==> src/verilog/ooo_wb_config.svh <==
/*
 * ooo_wb configuration
 * Sizes for the datapath, register file, reorder buffer and multiplier
 */

`ifndef OOO_WB_CONFIG_SVH
`define OOO_WB_CONFIG_SVH

// Datapath width in bits
`define OOO_WB_XLEN 16

// Architectural registers, 3-bit index
`define OOO_WB_NREGS 8

// Reorder buffer entries, also the number of live tags
`define OOO_WB_ROB_DEPTH 4

// Multiplier issue to completion, in cycles (2 or more)
`define OOO_WB_MUL_LAT 3

`endif
==> src/verilog/ooo_wb_pkg.sv <==
/*
 * ooo_wb shared types
 * Instruction word with register and immediate views, opcode values
 */

`include "ooo_wb_config.svh"

package ooo_wb_pkg;

  // ----------------------------------------
  // Opcodes
  // ----------------------------------------
  localparam logic [1:0] OP_ADD  = 2'd0;
  localparam logic [1:0] OP_SUB  = 2'd1;
  localparam logic [1:0] OP_MUL  = 2'd2;
  // Only opcode using the immediate view
  localparam logic [1:0] OP_ADDI = 2'd3;

  // ----------------------------------------
  // Instruction word
  // ----------------------------------------
  typedef union packed {
    // Register form for ADD, SUB, MUL
    struct packed {
      logic [1:0] op;
      logic [2:0] rd;
      logic [2:0] rs1;
      logic [2:0] rs2;
      logic [4:0] pad;
    } r_form;
    // Immediate form for ADDI, imm overlays rs2 and pad
    struct packed {
      logic [1:0]        op;
      logic [2:0]        rd;
      logic [2:0]        rs1;
      logic signed [7:0] imm;
    } i_form;
  } instr_word_t;

  // Widen the 8-bit immediate to a full operand
  function automatic logic [`OOO_WB_XLEN-1:0] sext_imm(input logic signed [7:0] imm);
    return {{(`OOO_WB_XLEN-8){imm[7]}}, imm};
  endfunction

endpackage

==> src/verilog/ooo_wb_top.sv <==
/*
 * ooo_wb top level
 * In-order issue, out-of-order completion, in-order commit through a ROB
 */

`timescale 1ns/1ps
`include "ooo_wb_config.svh"

module ooo_wb_top
  import ooo_wb_pkg::*;
(
  input  logic                                 clk,
  input  logic                                 rst,
  // Instruction input
  input  logic                                 instr_valid,
  input  instr_word_t                          instr,
  output logic                                 instr_ready,
  // Commit port
  output logic                                 commit_valid,
  input  logic                                 commit_ready,
  output logic [$clog2(`OOO_WB_ROB_DEPTH)-1:0] commit_tag,
  output logic [$clog2(`OOO_WB_NREGS)-1:0]     commit_rd,
  output logic [`OOO_WB_XLEN-1:0]              commit_data
);

  localparam int XLEN  = `OOO_WB_XLEN;
  localparam int REG_W = $clog2(`OOO_WB_NREGS);
  localparam int TAG_W = $clog2(`OOO_WB_ROB_DEPTH);
  localparam int MSG_W = REG_W + XLEN;

  // ----------------------------------------
  // Interconnect
  // ----------------------------------------
  logic [REG_W-1:0] rs1_addr;
  logic [REG_W-1:0] rs2_addr;
  logic [XLEN-1:0]  rs1_data;
  logic [XLEN-1:0]  rs2_data;

  logic             issue_valid;
  logic [1:0]       issue_op;
  logic [TAG_W-1:0] issue_tag;
  logic [REG_W-1:0] issue_rd;
  logic [XLEN-1:0]  issue_a;
  logic [XLEN-1:0]  issue_b;

  logic             ins_en;
  logic [TAG_W-1:0] ins_idx;
  logic [MSG_W-1:0] ins_msg;
  logic [MSG_W-1:0] deq_msg;
  logic             commit_fire;

  // Message layout is {rd, result}
  assign commit_rd   = deq_msg[MSG_W-1 -: REG_W];
  assign commit_data = deq_msg[XLEN-1:0];
  assign commit_fire = commit_valid & commit_ready;

  issue_ctrl issue_ctrl_i (
    .clk         (clk),
    .rst         (rst),
    .instr_valid (instr_valid),
    .instr       (instr),
    .instr_ready (instr_ready),
    .rs1_addr    (rs1_addr),
    .rs2_addr    (rs2_addr),
    .rs1_data    (rs1_data),
    .rs2_data    (rs2_data),
    .issue_valid (issue_valid),
    .issue_op    (issue_op),
    .issue_tag   (issue_tag),
    .issue_rd    (issue_rd),
    .issue_a     (issue_a),
    .issue_b     (issue_b),
    .commit_fire (commit_fire),
    .commit_rd   (commit_rd)
  );

  exec_pipe exec_pipe_i (
    .clk         (clk),
    .rst         (rst),
    .issue_valid (issue_valid),
    .issue_op    (issue_op),
    .issue_tag   (issue_tag),
    .issue_rd    (issue_rd),
    .issue_a     (issue_a),
    .issue_b     (issue_b),
    .ins_en      (ins_en),
    .ins_idx     (ins_idx),
    .ins_msg     (ins_msg)
  );

  // Dequeue side is the commit port itself
  reorder_buffer #(
    .DEPTH (`OOO_WB_ROB_DEPTH),
    .MSG_W (MSG_W)
  ) reorder_buffer_i (
    .clk     (clk),
    .rst     (rst),
    .ins_idx (ins_idx),
    .ins_msg (ins_msg),
    .ins_en  (ins_en),
    .deq_idx (commit_tag),
    .deq_msg (deq_msg),
    .deq_en  (commit_ready),
    .deq_rdy (commit_valid)
  );

  reg_file reg_file_i (
    .clk       (clk),
    .rst       (rst),
    .rd_addr_a (rs1_addr),
    .rd_addr_b (rs2_addr),
    .rd_data_a (rs1_data),
    .rd_data_b (rs2_data),
    .wr_en     (commit_fire),
    .wr_addr   (commit_rd),
    .wr_data   (commit_data)
  );

endmodule

==> src/verilog/reorder_buffer.sv <==
/*
 * Reorder buffer
 * Results land by tag, retire in order, insert at the head bypasses
 */

`timescale 1ns/1ps

module reorder_buffer #(
  parameter int DEPTH = 4,
  parameter int MSG_W = 19
) (
  input  logic                     clk,
  input  logic                     rst,

  // ----------------------------------------
  // Insert side
  // ----------------------------------------
  input  logic [$clog2(DEPTH)-1:0] ins_idx,
  input  logic [MSG_W-1:0]         ins_msg,
  input  logic                     ins_en,

  // ----------------------------------------
  // Dequeue side
  // ----------------------------------------
  output logic [$clog2(DEPTH)-1:0] deq_idx,
  output logic [MSG_W-1:0]         deq_msg,
  input  logic                     deq_en,
  output logic                     deq_rdy
);

  localparam int IDX_W = $clog2(DEPTH);

  // Payload storage and per-entry valid
  logic [MSG_W-1:0] msg_mem [DEPTH];
  logic [DEPTH-1:0] val;

  logic [IDX_W-1:0] deq_ptr;
  logic             head_val;
  logic             head_hit;
  logic             retire;
  logic             bypass_taken;

  assign head_val = val[deq_ptr];
  // Fresh result for the head entry, shown before it is stored
  assign head_hit = ins_en & (ins_idx == deq_ptr) & ~head_val;

  assign deq_rdy = head_val | head_hit;
  assign deq_msg = head_hit ? ins_msg : msg_mem[deq_ptr];
  assign deq_idx = deq_ptr;

  assign retire       = deq_en & deq_rdy;
  // Retired straight from the insert port, so no write needed
  assign bypass_taken = head_hit & deq_en;

  // ----------------------------------------
  // Entry update
  // ----------------------------------------
  always_ff @(posedge clk) begin
    if (rst) begin
      val <= '0;
    end else begin
      if (ins_en & ~bypass_taken)
        val[ins_idx] <= 1'b1;
      if (retire & head_val)
        val[deq_ptr] <= 1'b0;
    end
  end

  // Unretired bypass gets stored, so the head stays stable
  always_ff @(posedge clk) begin
    if (ins_en & ~bypass_taken)
      msg_mem[ins_idx] <= ins_msg;
  end

  // ----------------------------------------
  // Retire pointer
  // ----------------------------------------
  always_ff @(posedge clk) begin
    if (rst)
      deq_ptr <= '0;
    else if (retire) begin
      if (deq_ptr == IDX_W'(DEPTH - 1))
        deq_ptr <= '0;
      else
        deq_ptr <= deq_ptr + 1'b1;
    end
  end

endmodule

==> src/verilog/exec_pipe.sv <==
/*
 * Execution paths
 * One-cycle ALU and pipelined multiplier sharing one completion port
 */

`timescale 1ns/1ps
`include "ooo_wb_config.svh"

module exec_pipe
  import ooo_wb_pkg::*;
(
  input  logic                                                      clk,
  input  logic                                                      rst,
  // From issue
  input  logic                                                      issue_valid,
  input  logic [1:0]                                                issue_op,
  input  logic [$clog2(`OOO_WB_ROB_DEPTH)-1:0]                      issue_tag,
  input  logic [$clog2(`OOO_WB_NREGS)-1:0]                          issue_rd,
  input  logic [`OOO_WB_XLEN-1:0]                                   issue_a,
  input  logic [`OOO_WB_XLEN-1:0]                                   issue_b,
  // Completion into the reorder buffer
  output logic                                                      ins_en,
  output logic [$clog2(`OOO_WB_ROB_DEPTH)-1:0]                      ins_idx,
  output logic [$clog2(`OOO_WB_NREGS)+`OOO_WB_XLEN-1:0]             ins_msg
);

  localparam int XLEN  = `OOO_WB_XLEN;
  localparam int REG_W = $clog2(`OOO_WB_NREGS);
  localparam int TAG_W = $clog2(`OOO_WB_ROB_DEPTH);
  localparam int LAT   = `OOO_WB_MUL_LAT;

  logic is_mul;
  assign is_mul = (issue_op == OP_MUL);

  // ----------------------------------------
  // ALU path
  // ----------------------------------------
  logic             alu_vld;
  logic [TAG_W-1:0] alu_tag;
  logic [REG_W-1:0] alu_rd;
  logic [XLEN-1:0]  alu_res;

  always_ff @(posedge clk) begin
    if (rst)
      alu_vld <= 1'b0;
    else
      alu_vld <= issue_valid & ~is_mul;
  end

  // ADDI carries its immediate in issue_b, so it adds too
  always_ff @(posedge clk) begin
    alu_tag <= issue_tag;
    alu_rd  <= issue_rd;
    if (issue_op == OP_SUB)
      alu_res <= issue_a - issue_b;
    else
      alu_res <= issue_a + issue_b;
  end

  // ----------------------------------------
  // Multiplier pipeline
  // ----------------------------------------
  logic [LAT-1:0]   mul_vld;
  logic [TAG_W-1:0] mul_tag  [LAT];
  logic [REG_W-1:0] mul_rd   [LAT];
  logic [XLEN-1:0]  mul_prod [LAT];

  always_ff @(posedge clk) begin
    if (rst)
      mul_vld <= '0;
    else
      mul_vld <= {mul_vld[LAT-2:0], issue_valid & is_mul};
  end

  // Stage 0 forms the low half of the product, later stages only delay
  always_ff @(posedge clk) begin
    mul_tag[0]  <= issue_tag;
    mul_rd[0]   <= issue_rd;
    mul_prod[0] <= issue_a * issue_b;
    for (int s = 1; s < LAT; s++) begin
      mul_tag[s]  <= mul_tag[s-1];
      mul_rd[s]   <= mul_rd[s-1];
      mul_prod[s] <= mul_prod[s-1];
    end
  end

  // ----------------------------------------
  // Completion merge
  // ----------------------------------------
  // Issue never lets both paths finish together
  assign ins_en  = alu_vld | mul_vld[LAT-1];
  assign ins_idx = mul_vld[LAT-1] ? mul_tag[LAT-1] : alu_tag;
  assign ins_msg = mul_vld[LAT-1] ? {mul_rd[LAT-1], mul_prod[LAT-1]} : {alu_rd, alu_res};

endmodule

==> src/verilog/issue_ctrl.sv <==
/*
 * In-order issue control
 * Decodes, tracks register and buffer hazards, hands out tags, issues
 */

`timescale 1ns/1ps
`include "ooo_wb_config.svh"

module issue_ctrl
  import ooo_wb_pkg::*;
(
  input  logic                                   clk,
  input  logic                                   rst,
  // Instruction input
  input  logic                                   instr_valid,
  input  instr_word_t                            instr,
  output logic                                   instr_ready,
  // Register file read ports
  output logic [$clog2(`OOO_WB_NREGS)-1:0]       rs1_addr,
  output logic [$clog2(`OOO_WB_NREGS)-1:0]       rs2_addr,
  input  logic [`OOO_WB_XLEN-1:0]                rs1_data,
  input  logic [`OOO_WB_XLEN-1:0]                rs2_data,
  // Issue to execution
  output logic                                   issue_valid,
  output logic [1:0]                             issue_op,
  output logic [$clog2(`OOO_WB_ROB_DEPTH)-1:0]   issue_tag,
  output logic [$clog2(`OOO_WB_NREGS)-1:0]       issue_rd,
  output logic [`OOO_WB_XLEN-1:0]                issue_a,
  output logic [`OOO_WB_XLEN-1:0]                issue_b,
  // Retire feedback
  input  logic                                   commit_fire,
  input  logic [$clog2(`OOO_WB_NREGS)-1:0]       commit_rd
);

  localparam int DEPTH = `OOO_WB_ROB_DEPTH;
  localparam int REG_W = $clog2(`OOO_WB_NREGS);
  localparam int TAG_W = $clog2(DEPTH);
  localparam int CNT_W = $clog2(DEPTH + 1);
  localparam int LAT   = `OOO_WB_MUL_LAT;

  logic [`OOO_WB_NREGS-1:0] pending;
  logic [`OOO_WB_NREGS-1:0] pending_nxt;
  logic [CNT_W-1:0]         inflight;
  logic [CNT_W-1:0]         inflight_nxt;
  logic [TAG_W-1:0]         tag_ctr;
  logic [LAT-2:0]           mul_hist;
  logic                     started;

  logic [1:0]       op;
  logic [REG_W-1:0] rd;
  logic             uses_rs2;
  logic             is_mul;
  logic             reg_hazard;
  logic             rob_full;
  logic             port_clash;
  logic             fire;

  // ----------------------------------------
  // Decode
  // ----------------------------------------
  // op, rd and rs1 sit at the same bits in both views
  assign op       = instr.r_form.op;
  assign rd       = instr.r_form.rd;
  assign rs1_addr = instr.r_form.rs1;
  assign rs2_addr = instr.r_form.rs2;
  assign uses_rs2 = (op != OP_ADDI);
  assign is_mul   = (op == OP_MUL);

  // ----------------------------------------
  // Stall decision
  // ----------------------------------------
  // RAW on either source, WAW on rd
  assign reg_hazard = pending[rs1_addr] | (uses_rs2 & pending[rs2_addr]) | pending[rd];
  // Every tag still owned by an uncommitted op
  assign rob_full   = (inflight == CNT_W'(DEPTH));
  // ALU result would land with a multiply from LAT-1 cycles back
  assign port_clash = ~is_mul & mul_hist[LAT-2];

  assign instr_ready = started & ~rob_full & ~reg_hazard & ~port_clash;
  assign fire        = instr_valid & instr_ready;

  // Issue is combinational in the accept cycle
  assign issue_valid = fire;
  assign issue_op    = op;
  assign issue_tag   = tag_ctr;
  assign issue_rd    = rd;
  assign issue_a     = rs1_data;
  assign issue_b     = uses_rs2 ? rs2_data : sext_imm(instr.i_form.imm);

  // ----------------------------------------
  // Bookkeeping
  // ----------------------------------------
  always_comb begin
    pending_nxt = pending;
    // Only one writer per register can be live, so no set/clear overlap
    if (commit_fire)
      pending_nxt[commit_rd] = 1'b0;
    if (fire)
      pending_nxt[rd] = 1'b1;
  end

  always_comb begin
    case ({fire, commit_fire})
      2'b10:   inflight_nxt = inflight + 1'b1;
      2'b01:   inflight_nxt = inflight - 1'b1;
      default: inflight_nxt = inflight;
    endcase
  end

  always_ff @(posedge clk) begin
    if (rst) begin
      pending  <= '0;
      inflight <= '0;
      tag_ctr  <= '0;
      mul_hist <= '0;
      started  <= 1'b0;
    end else begin
      pending  <= pending_nxt;
      inflight <= inflight_nxt;
      // Holds ready low for one cycle after reset
      started  <= 1'b1;
      // Bit k set means a multiply went out k+1 cycles ago
      mul_hist <= (mul_hist << 1) | (LAT-1)'(fire & is_mul);
      if (fire) begin
        if (tag_ctr == TAG_W'(DEPTH - 1))
          tag_ctr <= '0;
        else
          tag_ctr <= tag_ctr + 1'b1;
      end
    end
  end

endmodule

==> src/verilog/reg_file.sv <==
/*
 * Architectural register file
 * Two combinational reads, one write at retire
 */

`timescale 1ns/1ps
`include "ooo_wb_config.svh"

module reg_file (
  input  logic                             clk,
  input  logic                             rst,
  // Read ports
  input  logic [$clog2(`OOO_WB_NREGS)-1:0] rd_addr_a,
  input  logic [$clog2(`OOO_WB_NREGS)-1:0] rd_addr_b,
  output logic [`OOO_WB_XLEN-1:0]          rd_data_a,
  output logic [`OOO_WB_XLEN-1:0]          rd_data_b,
  // Write port, driven by retire
  input  logic                             wr_en,
  input  logic [$clog2(`OOO_WB_NREGS)-1:0] wr_addr,
  input  logic [`OOO_WB_XLEN-1:0]          wr_data
);

  logic [`OOO_WB_XLEN-1:0] regs [`OOO_WB_NREGS];

  // All registers start at zero
  always_ff @(posedge clk) begin
    if (rst) begin
      for (int i = 0; i < `OOO_WB_NREGS; i++)
        regs[i] <= '0;
    end else if (wr_en) begin
      regs[wr_addr] <= wr_data;
    end
  end

  // New value seen the cycle after the write
  assign rd_data_a = regs[rd_addr_a];
  assign rd_data_b = regs[rd_addr_b];

endmodule

==> config.mk <==
export PLATFORM = sky130hd
export DESIGN_NAME = ooo_wb_top
export DESIGN_NICKNAME = d
export VERILOG_FILES = /design/src/verilog/ooo_wb_pkg.sv /design/src/verilog/ooo_wb_top.sv /design/src/verilog/reorder_buffer.sv /design/src/verilog/exec_pipe.sv /design/src/verilog/issue_ctrl.sv /design/src/verilog/reg_file.sv
export VERILOG_INCLUDE_DIRS = /design/src /design/src/verilog
export SDC_FILE = /design/constraint.sdc
export NUM_CORES = 1
export LEC_CHECK = 0
export BUFFER_PORTS_ARGS = -buffer_cell sky130_fd_sc_hd__buf_2
export CORE_MARGIN = 2
export CORE_UTILIZATION = 40
export CTS_CLUSTER_SIZE = 25
export DETAILED_ROUTE_END_ITERATION = 7
export PLACE_DENSITY = 0.59
export SLEW_MARGIN = 20
export SYNTH_ARGS = -nofsm -noshare
export SYNTH_HDL_FRONTEND = slang
export SYNTH_SLANG_ARGS = --single-unit
==> constraint.sdc <==
create_clock -name clk -period 7.95 [get_ports clk]
set_clock_uncertainty 0.05 [all_clocks]
set_input_delay 0.795 -clock clk [delete_from_list [all_inputs] [get_ports clk]]
set_output_delay 0.795 -clock clk [all_outputs]
set_load 0.05 [all_outputs]
==> metrics.md, run 1 <==
| Metric | Value |
|---|---|
| Status | `finished clean` |
| Share of layout cells above drive strength 1 | `0.192` |
| #FFs+latches synth | `approximately 310` |
| H-tree depth | `2` |
| Power Total | `approximately 5.8 mW` |
| IO Pins | `43` |
| Post-Route WL | `between 40000 and 50000 um` |
| Layer with the highest usage | `met2` |
| Met3 usage | `0.0435` |
| Num Clock Sinks | `309` |
| Area delta synth->final | `12.5%` |
| Die area | `~46000 um2` |
| CP startpoint kind | `primary input` |
| Arrival time at the worst endpoint | `around 7300 ps` |
| Minimum clock period | `~6900 ps` |
| Initial antenna violation count | `7` |
| Worst-path maximum fanout | `17` |
| Synth area leader | `edfxtp_1` |
| Fmax achieved | `roughly 0.15 GHz` |
| Distinct cell type count after synthesis | `77` |
| Syn_nets | `between 1500 and 2000` |
| Slew @ Worst Pin | `about 1100 ps` |
| Via count | `~11000` |
| Synth Area in Simple Gates | `0.101` |
| Final hold violation count | `0` |
| Cells after DPL | `just over 2000` |
| Clock Pin Slew Worst Setup and Hold Paths | `~70 ps` |
| CP required | `roughly 8300 ps` |
| 1st-iter DRT viols | `slightly below 800` |
| Nets | `between 1500 and 2000` |
| IO Port Bufs | `42` |
| Final Cycle Share | `0.866` |
| Die Span X | `about 210 um` |
| GR Util met1 | `0.278` |
| WHS | `approximately 270 ps` |
| Sequential share of the synthesized area | `0.466` |
| Tot GR Track Use | `0.209` |
| Xor/xnor share of the synthesized area | `0.0355` |
| Leakage | `7.94 nW` |
| Synth Warn # | `0` |
| Kind of critical path | `in -> reg` |
| CTS Hold Buffers Added | `0` |
| Critical path capture point type | `flip-flop` |
| Mux contribution to synthesized area | `0.153` |
| Detailed placer's ending HPWL | `33500 um` |
| Synth top area cells | `edfxtp_1 35%, dfxtp_1 12%, mux4_2 10%` |
| Met2 usage | `0.340` |
| # rows | `77` |
| Via/cell ratio | `about 5.2` |
| Mapped cell area | `~18000 um2` |
| Largest net degree at the start of global routing | `28` |
| Core area | `43900 um2` |
| Vias in the first global route | `approximately 12000` |
| Hold WC Path Type | `reg -> reg` |
| Total negative slack | `0 ps` |
| Final Util | `0.453` |
| Main flop type after synthesis | `edfxtp_1` |
| Main combinational cell family by area after synthesis | `multiplexers` |
| Post-cts sizing count | `0` |
| Slew HR | `0.241` |
| Most frequent cells after synthesis | `208 x nor2_1, 204 x edfxtp_1, 166 x inv_1` |
| Setup-failing EPs final | `0` |
| Post-DP Area | `roughly 19000 um2` |
| Gr ovfl total | `0` |
| Detailed-route DRC error count | `0` |
| CTS tree | `built` |
| Pwr Density | `roughly 290 nW/um2` |
| Root Buffer | `clkbuf_16` |
| Synth Area in Compound Gates | `0.0449` |
| Ys async rst share | `0` |
| Number of buffers on the longest clock path | `3` |
| EDFF count, synth | `approximately 200` |
| Post-CTS Setup Bufs | `0` |
| Adder-cell share of the synthesized area | `0.144` |
| Initial Util | `0.402` |
| Total CTS buffers | `36` |
| Pre-CTS WS | `about 420 ps` |
| VDD IR max | `0.258 mV` |
| Die Y | `~210 um` |
| Fin cells | `2134` |
| First-pass GRT wire length | `~72000 um` |
| Max-slew violations | `0` |
| MaxCap Viol Count | `0` |
| Syn Inst Count | `1441` |
| DR WL/cell | `~22 um` |
| ANT nets after route | `0` |
| Drt pass-1 iters | `5` |
| Cell with the most instances after synthesis | `nor2_1` |
| GPL Wtd Cong | `around 0.9` |
| RSZ-0062 raised after global routing | `no` |
| Top cell type's share of synthesized area | `0.347` |
| Worst setup margin | `roughly 1100 ps` |
| Post-route cell area | `19900 um2` |
| Clk_lat worst skew | `approximately 550 ps` |
| Average cell area after synthesis | `between 10 and 15 um2` |
layout by cell type (no fill, tap or decap), types with 28 or more instances in the layout:
cell type / synthesis / layout
mux2i_1: 35 / 35
ha_1: 72 / 72
o21ai_0: 28 / 28
buf_4: 5 / 43
fa_1: 82 / 82
mux2_2: 28 / 28
xnor2_1: 52 / 52
and2_1: 33 / 33
mux4_2: 80 / 80
nor2_1: 208 / 204
buf_2: 17 / 42
edfxtp_1: 204 / 204
nand2_1: 122 / 121
inv_1: 166 / 166
clkbuf_16: 0 / 38
dfxtp_1: 105 / 105
layout make-up:
type | count | area (um2)
antenna | 2 | 5.00
clock buffer | 49 | 1030
clock inverter | 17 | 204
fill | 4041 | 24000
inverter | 171 | 642
multi-input combinational | 907 | 8470
sequential | 309 | 8230
tap | 592 | 741
timing repair buffer | 87 | 573
layer usage:
layer | up-vias | wire length, um
li1 | 5082 | -
met1 | 5594 | 19700
met2 | 402 | 22000
met3 | 98 | 3300
met4 | 2 | 1620
met5 | - | 16
critical path, cell delays in order:
cell and delay, ps:
buf_2 450, mux4_2 570, mux2i_1 140, nor2_1 90
a21oi_4 370, inv_1 250, and2_1 240, fa_1 540
inv_1 50, fa_1 390, fa_1 520, fa_1 460
fa_1 500, fa_1 440, xnor2_1 200, xnor2_1 170
xnor2_1 170, xnor2_1 160, xnor2_1 150, xnor2_1 160
xnor2_1 150, xnor2_1 170, xnor2_1 100
where the power goes:
group	internal (mW)	switching, mW	leakage (nW)
clock	1.02	0.678	0.605
sequential	1.97	0.0867	2.88
combinational	0.880	1.15	4.45
path summary, 6_finish.rpt:
kind                                  to                startpoint  slack [ps]  cells after the start
max reg2reg  exec_pipe_i.mul_prod[0][15]     reg_file_i.regs[7][5]        1420                     21
min             exec_pipe_i.mul_rd[0][8]  exec_pipe_i.mul_rd[0][5]         270                      0
max          exec_pipe_i.mul_prod[0][15]                  instr[5]        1070                     23
min reg2reg     exec_pipe_i.mul_rd[0][8]  exec_pipe_i.mul_rd[0][5]         270                      0
registers in the layout, indices dropped and copies added (netlist names), named ones only:
| register | flops |
|---|---|
| reg_file_i.regs | 128 |
| reorder_buffer_i.msg_mem | 76 |
| exec_pipe_i.mul_prod | 48 |
| exec_pipe_i.alu_res | 16 |
| issue_ctrl_i.pending | 8 |
| exec_pipe_i.mul_rd | 7 |
| exec_pipe_i.mul_tag | 5 |
| reorder_buffer_i.val | 4 |
| issue_ctrl_i.inflight | 3 |
| exec_pipe_i.alu_rd | 2 |
| exec_pipe_i.mul_vld | 2 |
| issue_ctrl_i.issue_tag | 2 |
| reorder_buffer_i.deq_idx | 2 |
| exec_pipe_i.alu_tag | 1 |
| exec_pipe_i.alu_vld | 1 |
| issue_ctrl_i.mul_hist | 1 |
| issue_ctrl_i.started | 1 |
cell families after synthesis:
logic type | Yosys count
xor gates and xnor gates | 70
buffers and inverters | 225
AOI/OAI and AO/OA | 114
adders and majority gates | 154
DFF | 309
muxes | 155
and+or+nand+nor | 414
Note: power is estimated with default switching activity, not from simulation.
==> inputs of run 2 (changes only) <==
- ABC_AREA: not set -> 1
- CORE_MARGIN: 2 -> 1
==> metrics.md, run 2 <==
| Metric | Value |
|---|---|
| Status | `finished, violations left` |
| Violated checks | `design-rule violations` |
| R2R Path End | `exec_pipe_i.mul_prod[0][14]` |
| Die area | `48400 um2 (+5.4%)` |
| Total CTS buffers | `35 (-2.8%)` |
| Num Clock Sinks | `309 (unchanged)` |
| Slew @ Worst Pin | `1070 ps (-68.0 ps)` |
| Post-Route WL | `54900 um (+18%)` |
| Slew HR | `0.280 (+0.0396)` |
| Kind of critical path | `in -> reg` |
| Worst setup path end | `exec_pipe_i.mul_prod[0][15]` |
| Drt pass-1 iters | `8 (+3)` |
| Arrival time at the worst endpoint | `7180 ps (-100 ps)` |
| Sequential share of the synthesized area | `0.433 (-0.0323)` |
| Die Y | `220 um (+2.7%)` |
| 1st-iter DRT viols | `1354 (+72%)` |
| # rows | `79 (+2.6%)` |
| Leakage | `9.72 nW (+23%)` |
| CP required | `8340 ps (about the same)` |
| Worst-path maximum fanout | `19 (+2)` |
| Critical Path Slowest Stage Cell | `fa_1` |
| R2R setup slack | `1700 ps (+280 ps)` |
| Via count | `15300 (+37%)` |
| Final Cycle Share | `0.854 (-0.0116)` |
| Total negative slack | `0 ps (unchanged)` |
| Vias in the first global route | `14900 (+27%)` |
| Setup-failing EPs final | `0 (unchanged)` |
| Clock Pin Slew Worst Setup and Hold Paths | `60 ps (about the same)` |
| GPL Wtd Cong | `0.890 (-2.1%)` |
| R2R cell count | `30 (+43%)` |
| RSZ-0062 raised after global routing | `no` |
| Minimum clock period | `6790 ps (-92.4 ps)` |
| DR WL/cell | `18.6 um (-15%)` |
| Hold WC Path Type | `reg -> reg` |
| H-tree depth | `2 (unchanged)` |
| Number of buffers on the longest clock path | `3 (unchanged)` |
| Root Buffer | `clkbuf_16` |
| Post-CTS Setup Bufs | `0 (unchanged)` |
| Initial antenna violation count | `0 (-7)` |
| Share of layout cells above drive strength 1 | `0.0796 (-0.112)` |
| Critical Path Source | `instr[14]` |
| Worst setup margin | `1160 ps (+92.4 ps)` |
| Largest registers | `reg_file_i.regs (128), reorder_buffer_i.msg_mem (76), exec_pipe_i.mul_prod (48)` |
| Reg with most FFs | `reg_file_i.regs` |
| Max-slew violations | `0 (unchanged)` |
| ANT nets after route | `0 (unchanged)` |
| Nets | `2485 (+47%)` |
| IO Pins | `43 (unchanged)` |
| Top cell type's share of synthesized area | `0.323 (-0.0240)` |
| Tot GR Track Use | `0.235 (+0.0263)` |
| IO Port Bufs | `42 (unchanged)` |
| Detailed-route DRC error count | `8 (+8)` |
| Ys async rst share | `0 (unchanged)` |
| Synth area leader | `edfxtp_1` |
| Distinct cell type count after synthesis | `50 (-35%)` |
| CP startpoint kind | `primary input` |
| Area delta synth->final | `10.1%` |
| # diodes | `0 (-2)` |
| Detailed placer's ending HPWL | `38200 um (+14%)` |
| Largest net degree at the start of global routing | `85 (+200%)` |
| Critical R2R Launch | `reg_file_i.regs[7][2]` |
| Most frequent cells in the layout | `648 x nand2_1, 338 x inv_1, 258 x nor2_1, 204 x edfxtp_1, 164 x nand3_1` |
| Die Span X | `220 um (+2.7%)` |
| First-pass GRT wire length | `85600 um (+19%)` |
| Mapped cell area | `19000 um2 (+7.5%)` |
| Main flop type after synthesis | `edfxtp_1` |
| Commonest non-fill, non-tap cell in the layout | `nand2_1` |
| EDFF count, synth | `204 (unchanged)` |
| Core area | `46700 um2 (+6.2%)` |
| Critical Path Max Stage Delay | `540 ps (-30 ps)` |
| Critical path capture point type | `flip-flop` |
| Post-route cell area | `20900 um2 (+5.1%)` |
| Largest register FFs | `128 (unchanged)` |
| Pwr Density | `298 nW/um2 (+2.7%)` |
| Cell with the most instances after synthesis | `nand2_1` |
| Post-DP Area | `19700 um2 (+5.7%)` |
| VDD IR max | `0.207 mV (-20%)` |
| Synth top area cells | `edfxtp_1 32%, nand2_1 13%, dfxtp_1 11%` |
| Average cell area after synthesis | `8.28 um2 (-33%)` |
| Gr ovfl total | `0 (unchanged)` |
| Syn Inst Count | `2295 (+59%)` |
| CTS tree | `built` |
| Initial Util | `0.407 (+0.00476)` |
| Fmax achieved | `0.147 GHz (+1.4%)` |
| Via/cell ratio | `5.19 (-0.95%)` |
| #FFs+latches synth | `309 (unchanged)` |
| Post-cts sizing count | `0 (unchanged)` |
| Pre-CTS WS | `664 ps (+246 ps)` |
| MaxCap Viol Count | `0 (unchanged)` |
| Most frequent cells after synthesis | `648 x nand2_1, 338 x inv_1, 258 x nor2_1` |
| CTS Hold Buffers Added | `0 (unchanged)` |
| Final hold violation count | `0 (unchanged)` |
| Synth Warn # | `0 (unchanged)` |
| Clk_lat worst skew | `570 ps (+20 ps)` |
| Syn_nets | `2469 (+53%)` |
[run 2: critical path, delay by kind of cell]
family                     cells  cell delay, ps
and+or+nand+nor               14            2410
buffers and inverters          7             490
AOI/OAI and AO/OA              1             100
adders and majority gates      7            3350
[run 2: worst min-delay path by stage]
stage,startpoint,to,depth (start not counted)
detailed placement,exec_pipe_i.mul_prod[0][1],exec_pipe_i.mul_prod[0][17],0
global placement,exec_pipe_i.mul_prod[0][16],exec_pipe_i.mul_prod[0][32],0
CTS,exec_pipe_i.mul_prod[0][18],exec_pipe_i.mul_prod[0][34],0
finish,exec_pipe_i.mul_prod[0][24],exec_pipe_i.mul_prod[0][40],0
global route,exec_pipe_i.mul_prod[0][26],exec_pipe_i.mul_prod[0][42],0
floorplan,exec_pipe_i.mul_prod[0][0],exec_pipe_i.mul_prod[0][16],0
[run 2: cells by family after synthesis]
| logic type | after synthesis | share of synthesized area |
|---|---|---|
| xor gates and xnor gates | 40 | 0.0188 |
| adders and majority gates | 154 | 0.134 |
| AOI/OAI and AO/OA | 213 | 0.0656 |
| and+or+nand+nor | 1136 | 0.253 |
| DFF | 309 | 0.433 |
| buffers and inverters | 443 | 0.0956 |
[run 2: stage by stage]
| step | cells | power [mW] | hold WS, ps | utilization |
|---|---|---|---|---|
| floorplan | 2295 | 3.96 | 260 | - |
| CTS | 2944 | 6.29 | 275 | 0.448 |
| finish | 2944 | 6.24 | 273 | 0.448 |
| global route | 2944 | 6.75 | 281 | 0.448 |
| detailed placement | 2881 | 4.62 | 262 | 0.423 |
| global placement | 2881 | 4.58 | 260 | 0.423 |
[run 2: final cells by class]
class                      instances  area, um2
clock buffer                      45       1000
clock inverter                    18        181
fill                            4590      25700
inverter                         351       1320
multi-input combinational       1543       8970
sequential                       309       8230
tap                              607        759
timing repair buffer              71        440
[run 2: per-layer routing]
layer | part of all wire | GRT usage
met1 | 0.44 | 0.315
met2 | 0.44 | 0.370
met3 | 0.078 | 0.0475
met4 | 0.037 | 0.0975
met5 | 0 | 0
[run 2: power breakdown]
part / leakage [nW] / total (mW) / switching (mW) / internal [mW]
clock: 0.591 / 1.66 / 0.687 / 0.971
sequential: 2.88 / 2.05 / 0.0737 / 1.98
combinational: 6.25 / 2.53 / 1.65 / 0.875
==> inputs of run 3 (changes only) <==
==> constraint.sdc (replaced) <==
create_clock -name clk -period 7.95 [get_ports clk]
set_clock_uncertainty 0.05 [all_clocks]
set_input_delay 0.3975 -clock clk [delete_from_list [all_inputs] [get_ports clk]]
set_output_delay 0.3975 -clock clk [all_outputs]
set_load 0.05 [all_outputs]
==> metrics.md, run 3 (synthesized netlist as in run 2, its figures left out) <==
| Metric | Value |
|---|---|
| Kind of critical path | `in -> reg` |
| Minimum clock period | `6940 ps (+153 ps)` |
| IO Port Bufs | `42 (unchanged)` |
| CTS Hold Buffers Added | `4 (+4)` |
| Critical R2R Launch | `reg_file_i.regs[5][1]` |
| Final Util | `0.447 (-0.00121)` |
| Largest register FFs | `128 (unchanged)` |
| Via/cell ratio | `5.22 (+0.67%)` |
| R2R Path End | `exec_pipe_i.mul_prod[0][15]` |
| Register area | `8230 um2 (unchanged)` |
| Pwr Density | `296 nW/um2 (-0.85%)` |
| Root Buffer | `clkbuf_16` |
| Worst Hold End | `issue_ctrl_i.mul_hist[0]` |
| Slew @ Worst Pin | `1110 ps (+42.9 ps)` |
| Setup-failing EPs final | `0 (unchanged)` |
| Die Y | `220 um (unchanged)` |
| Detailed-route DRC error count | `16 (+8)` |
| R2R setup slack | `1800 ps (+100 ps)` |
| Final Cycle Share | `0.873 (+0.0192)` |
| Gr ovfl total | `0 (unchanged)` |
| ANT nets after route | `0 (unchanged)` |
| Largest net degree at the start of global routing | `85 (unchanged)` |
| Detailed placer's ending HPWL | `37800 um (-1.3%)` |
| Layer with the highest usage | `met2` |
| Commonest non-fill, non-tap cell in the layout | `nand2_1` |
| Die area | `48400 um2 (unchanged)` |
| Core area | `46700 um2 (unchanged)` |
| Fmax achieved | `0.144 GHz (-2.2%)` |
| Filler cell count | `4648 (+1.3%)` |
| First-pass GRT wire length | `87100 um (+1.8%)` |
| Largest registers | `reg_file_i.regs (128), reorder_buffer_i.msg_mem (76), exec_pipe_i.mul_prod (48)` |
| VDD IR max | `0.291 mV (+40%)` |
| Critical path capture point type | `flip-flop` |
| Die Span X | `220 um (unchanged)` |
| Drt pass-1 iters | `8 (unchanged)` |
| Initial Util | `0.407 (unchanged)` |
| Violated checks | `design-rule violations` |
| H-tree depth | `2 (unchanged)` |
| R2R cell count | `29 (-3.3%)` |
| Reg with most FFs | `reg_file_i.regs` |
| Final hold violation count | `0 (unchanged)` |
| Worst-path maximum fanout | `15 (-4)` |
| Number of buffers on the longest clock path | `3 (unchanged)` |
| Hold path depth | `3 (+3)` |
| Post-CTS Setup Bufs | `0 (unchanged)` |
| CTS tree | `built` |
| Hold wc startpoint | `instr[15]` |
| Met2 usage | `0.375 (+0.00493)` |
| Initial antenna violation count | `1 (+1)` |
| Post-cts sizing count | `0 (unchanged)` |
| # rows | `79 (unchanged)` |
| Pre-CTS WS | `953 ps (+288 ps)` |
| Share of layout cells above drive strength 1 | `0.0750 (-0.00455)` |
| DR WL/cell | `18.8 um (+0.62%)` |
| Most frequent cells in the layout | `647 x nand2_1, 338 x inv_1, 258 x nor2_1, 204 x edfxtp_1, 164 x nand3_1` |
| WHS | `90.3 ps (-183 ps)` |
| Area delta synth->final | `9.78%` |
| Slew HR | `0.257 (-0.0229)` |
| Leakage | `9.67 nW (-0.53%)` |
| IO Pins | `43 (unchanged)` |
| Clock Pin Slew Worst Setup and Hold Paths | `60 ps (about the same)` |
| GR Util met1 | `0.327 (+0.0123)` |
| Clk_lat worst skew | `550 ps (-20 ps)` |
| Total CTS buffers | `34 (-2.9%)` |
| Max-slew violations | `0 (unchanged)` |
| Status | `finished, violations left` |
| Num Clock Sinks | `309 (unchanged)` |
| Total negative slack | `0 ps (unchanged)` |
| MaxCap Viol Count | `0 (unchanged)` |
| GPL Wtd Cong | `0.956 (+7.4%)` |
| Post-DP Area | `19700 um2 (-0.25%)` |
| 1st-iter DRT viols | `1415 (+4.5%)` |
| CP startpoint kind | `primary input` |
| Post-route cell area | `20800 um2 (-0.27%)` |
| Worst setup margin | `1010 ps (-153 ps)` |
| Via count | `15400 (+0.53%)` |
| Nets | `2483 (-0.080%)` |
| Post-Route WL | `55100 um (+0.48%)` |
| Arrival time at the worst endpoint | `7340 ps (+160 ps)` |
| Met3 usage | `0.0377 (-0.00980)` |
| Multi-input logic area | `8970 um2 (about the same)` |
| Vias in the first global route | `15300 (+2.4%)` |
| Hold WC Path Type | `in -> reg` |
| Tot GR Track Use | `0.238 (+0.00303)` |
| Critical Path Source | `instr[14]` |
| CP required | `8340 ps (about the same)` |
| RSZ-0062 raised after global routing | `no` |
## run 3: how the worst max path moves through the flow
stage,slack [ps],depth (start not counted),to
final,1010,28,exec_pipe_i.mul_prod[0][15]
after global routing,680,28,exec_pipe_i.mul_prod[0][15]
after CTS,1080,28,exec_pipe_i.mul_prod[0][15]
after detailed placement,950,29,exec_pipe_i.mul_prod[0][15]
after global placement,1030,29,exec_pipe_i.mul_prod[0][15]
after floorplan,1880,27,exec_pipe_i.mul_prod[0][15]
## run 3: power by group
part           internal [mW]  switching [mW]
clock network          0.947           0.666
registers               1.98          0.0622
logic                  0.875            1.64
## run 3: cell type report
class / instances / area share
Tap cell: 607 / 0.0364
Multi-Input combinational cell: 1543 / 0.430
Clock buffer: 42 / 0.0453
Sequential cell: 309 / 0.395
Antenna cell: 1 / 0.000120
Clock inverter: 17 / 0.00918
Timing Repair Buffer: 70 / 0.0206
Inverter: 351 / 0.0634
## run 3: metal layers
metal	vias up	share of wire
met1	7373	0.44
li1	7292	-
met5	-	0
met2	586	0.45
met3	104	0.073
met4	0	0.035
## run 3: metrics by stage
stage | power, mW | std cells
after CTS | 6.23 | 2939
after global routing | 6.69 | 2939
final | 6.17 | 2940
after floorplan | 3.96 | 2295
after global placement | 4.56 | 2876
after detailed placement | 4.60 | 2876
## run 3: critical path: stages
cell and delay (ps):
dlygate4sd3_1 530, buf_2 150, nand2_2 300, inv_4 150, nor2_4 470, nand3_1 150, nand3_1 460, nand2_1 140
fa_1 490, fa_1 530, inv_1 50, fa_1 490, fa_1 550, inv_1 50, fa_1 500, fa_1 540
inv_1 40, ha_1 310, inv_1 70, nor3_1 230, nand3_1 130, o2111ai_1 110, nand3b_1 140, nand2_1 70
nand3_1 100, nand2_1 60, nand2_1 50, nand2_1 50
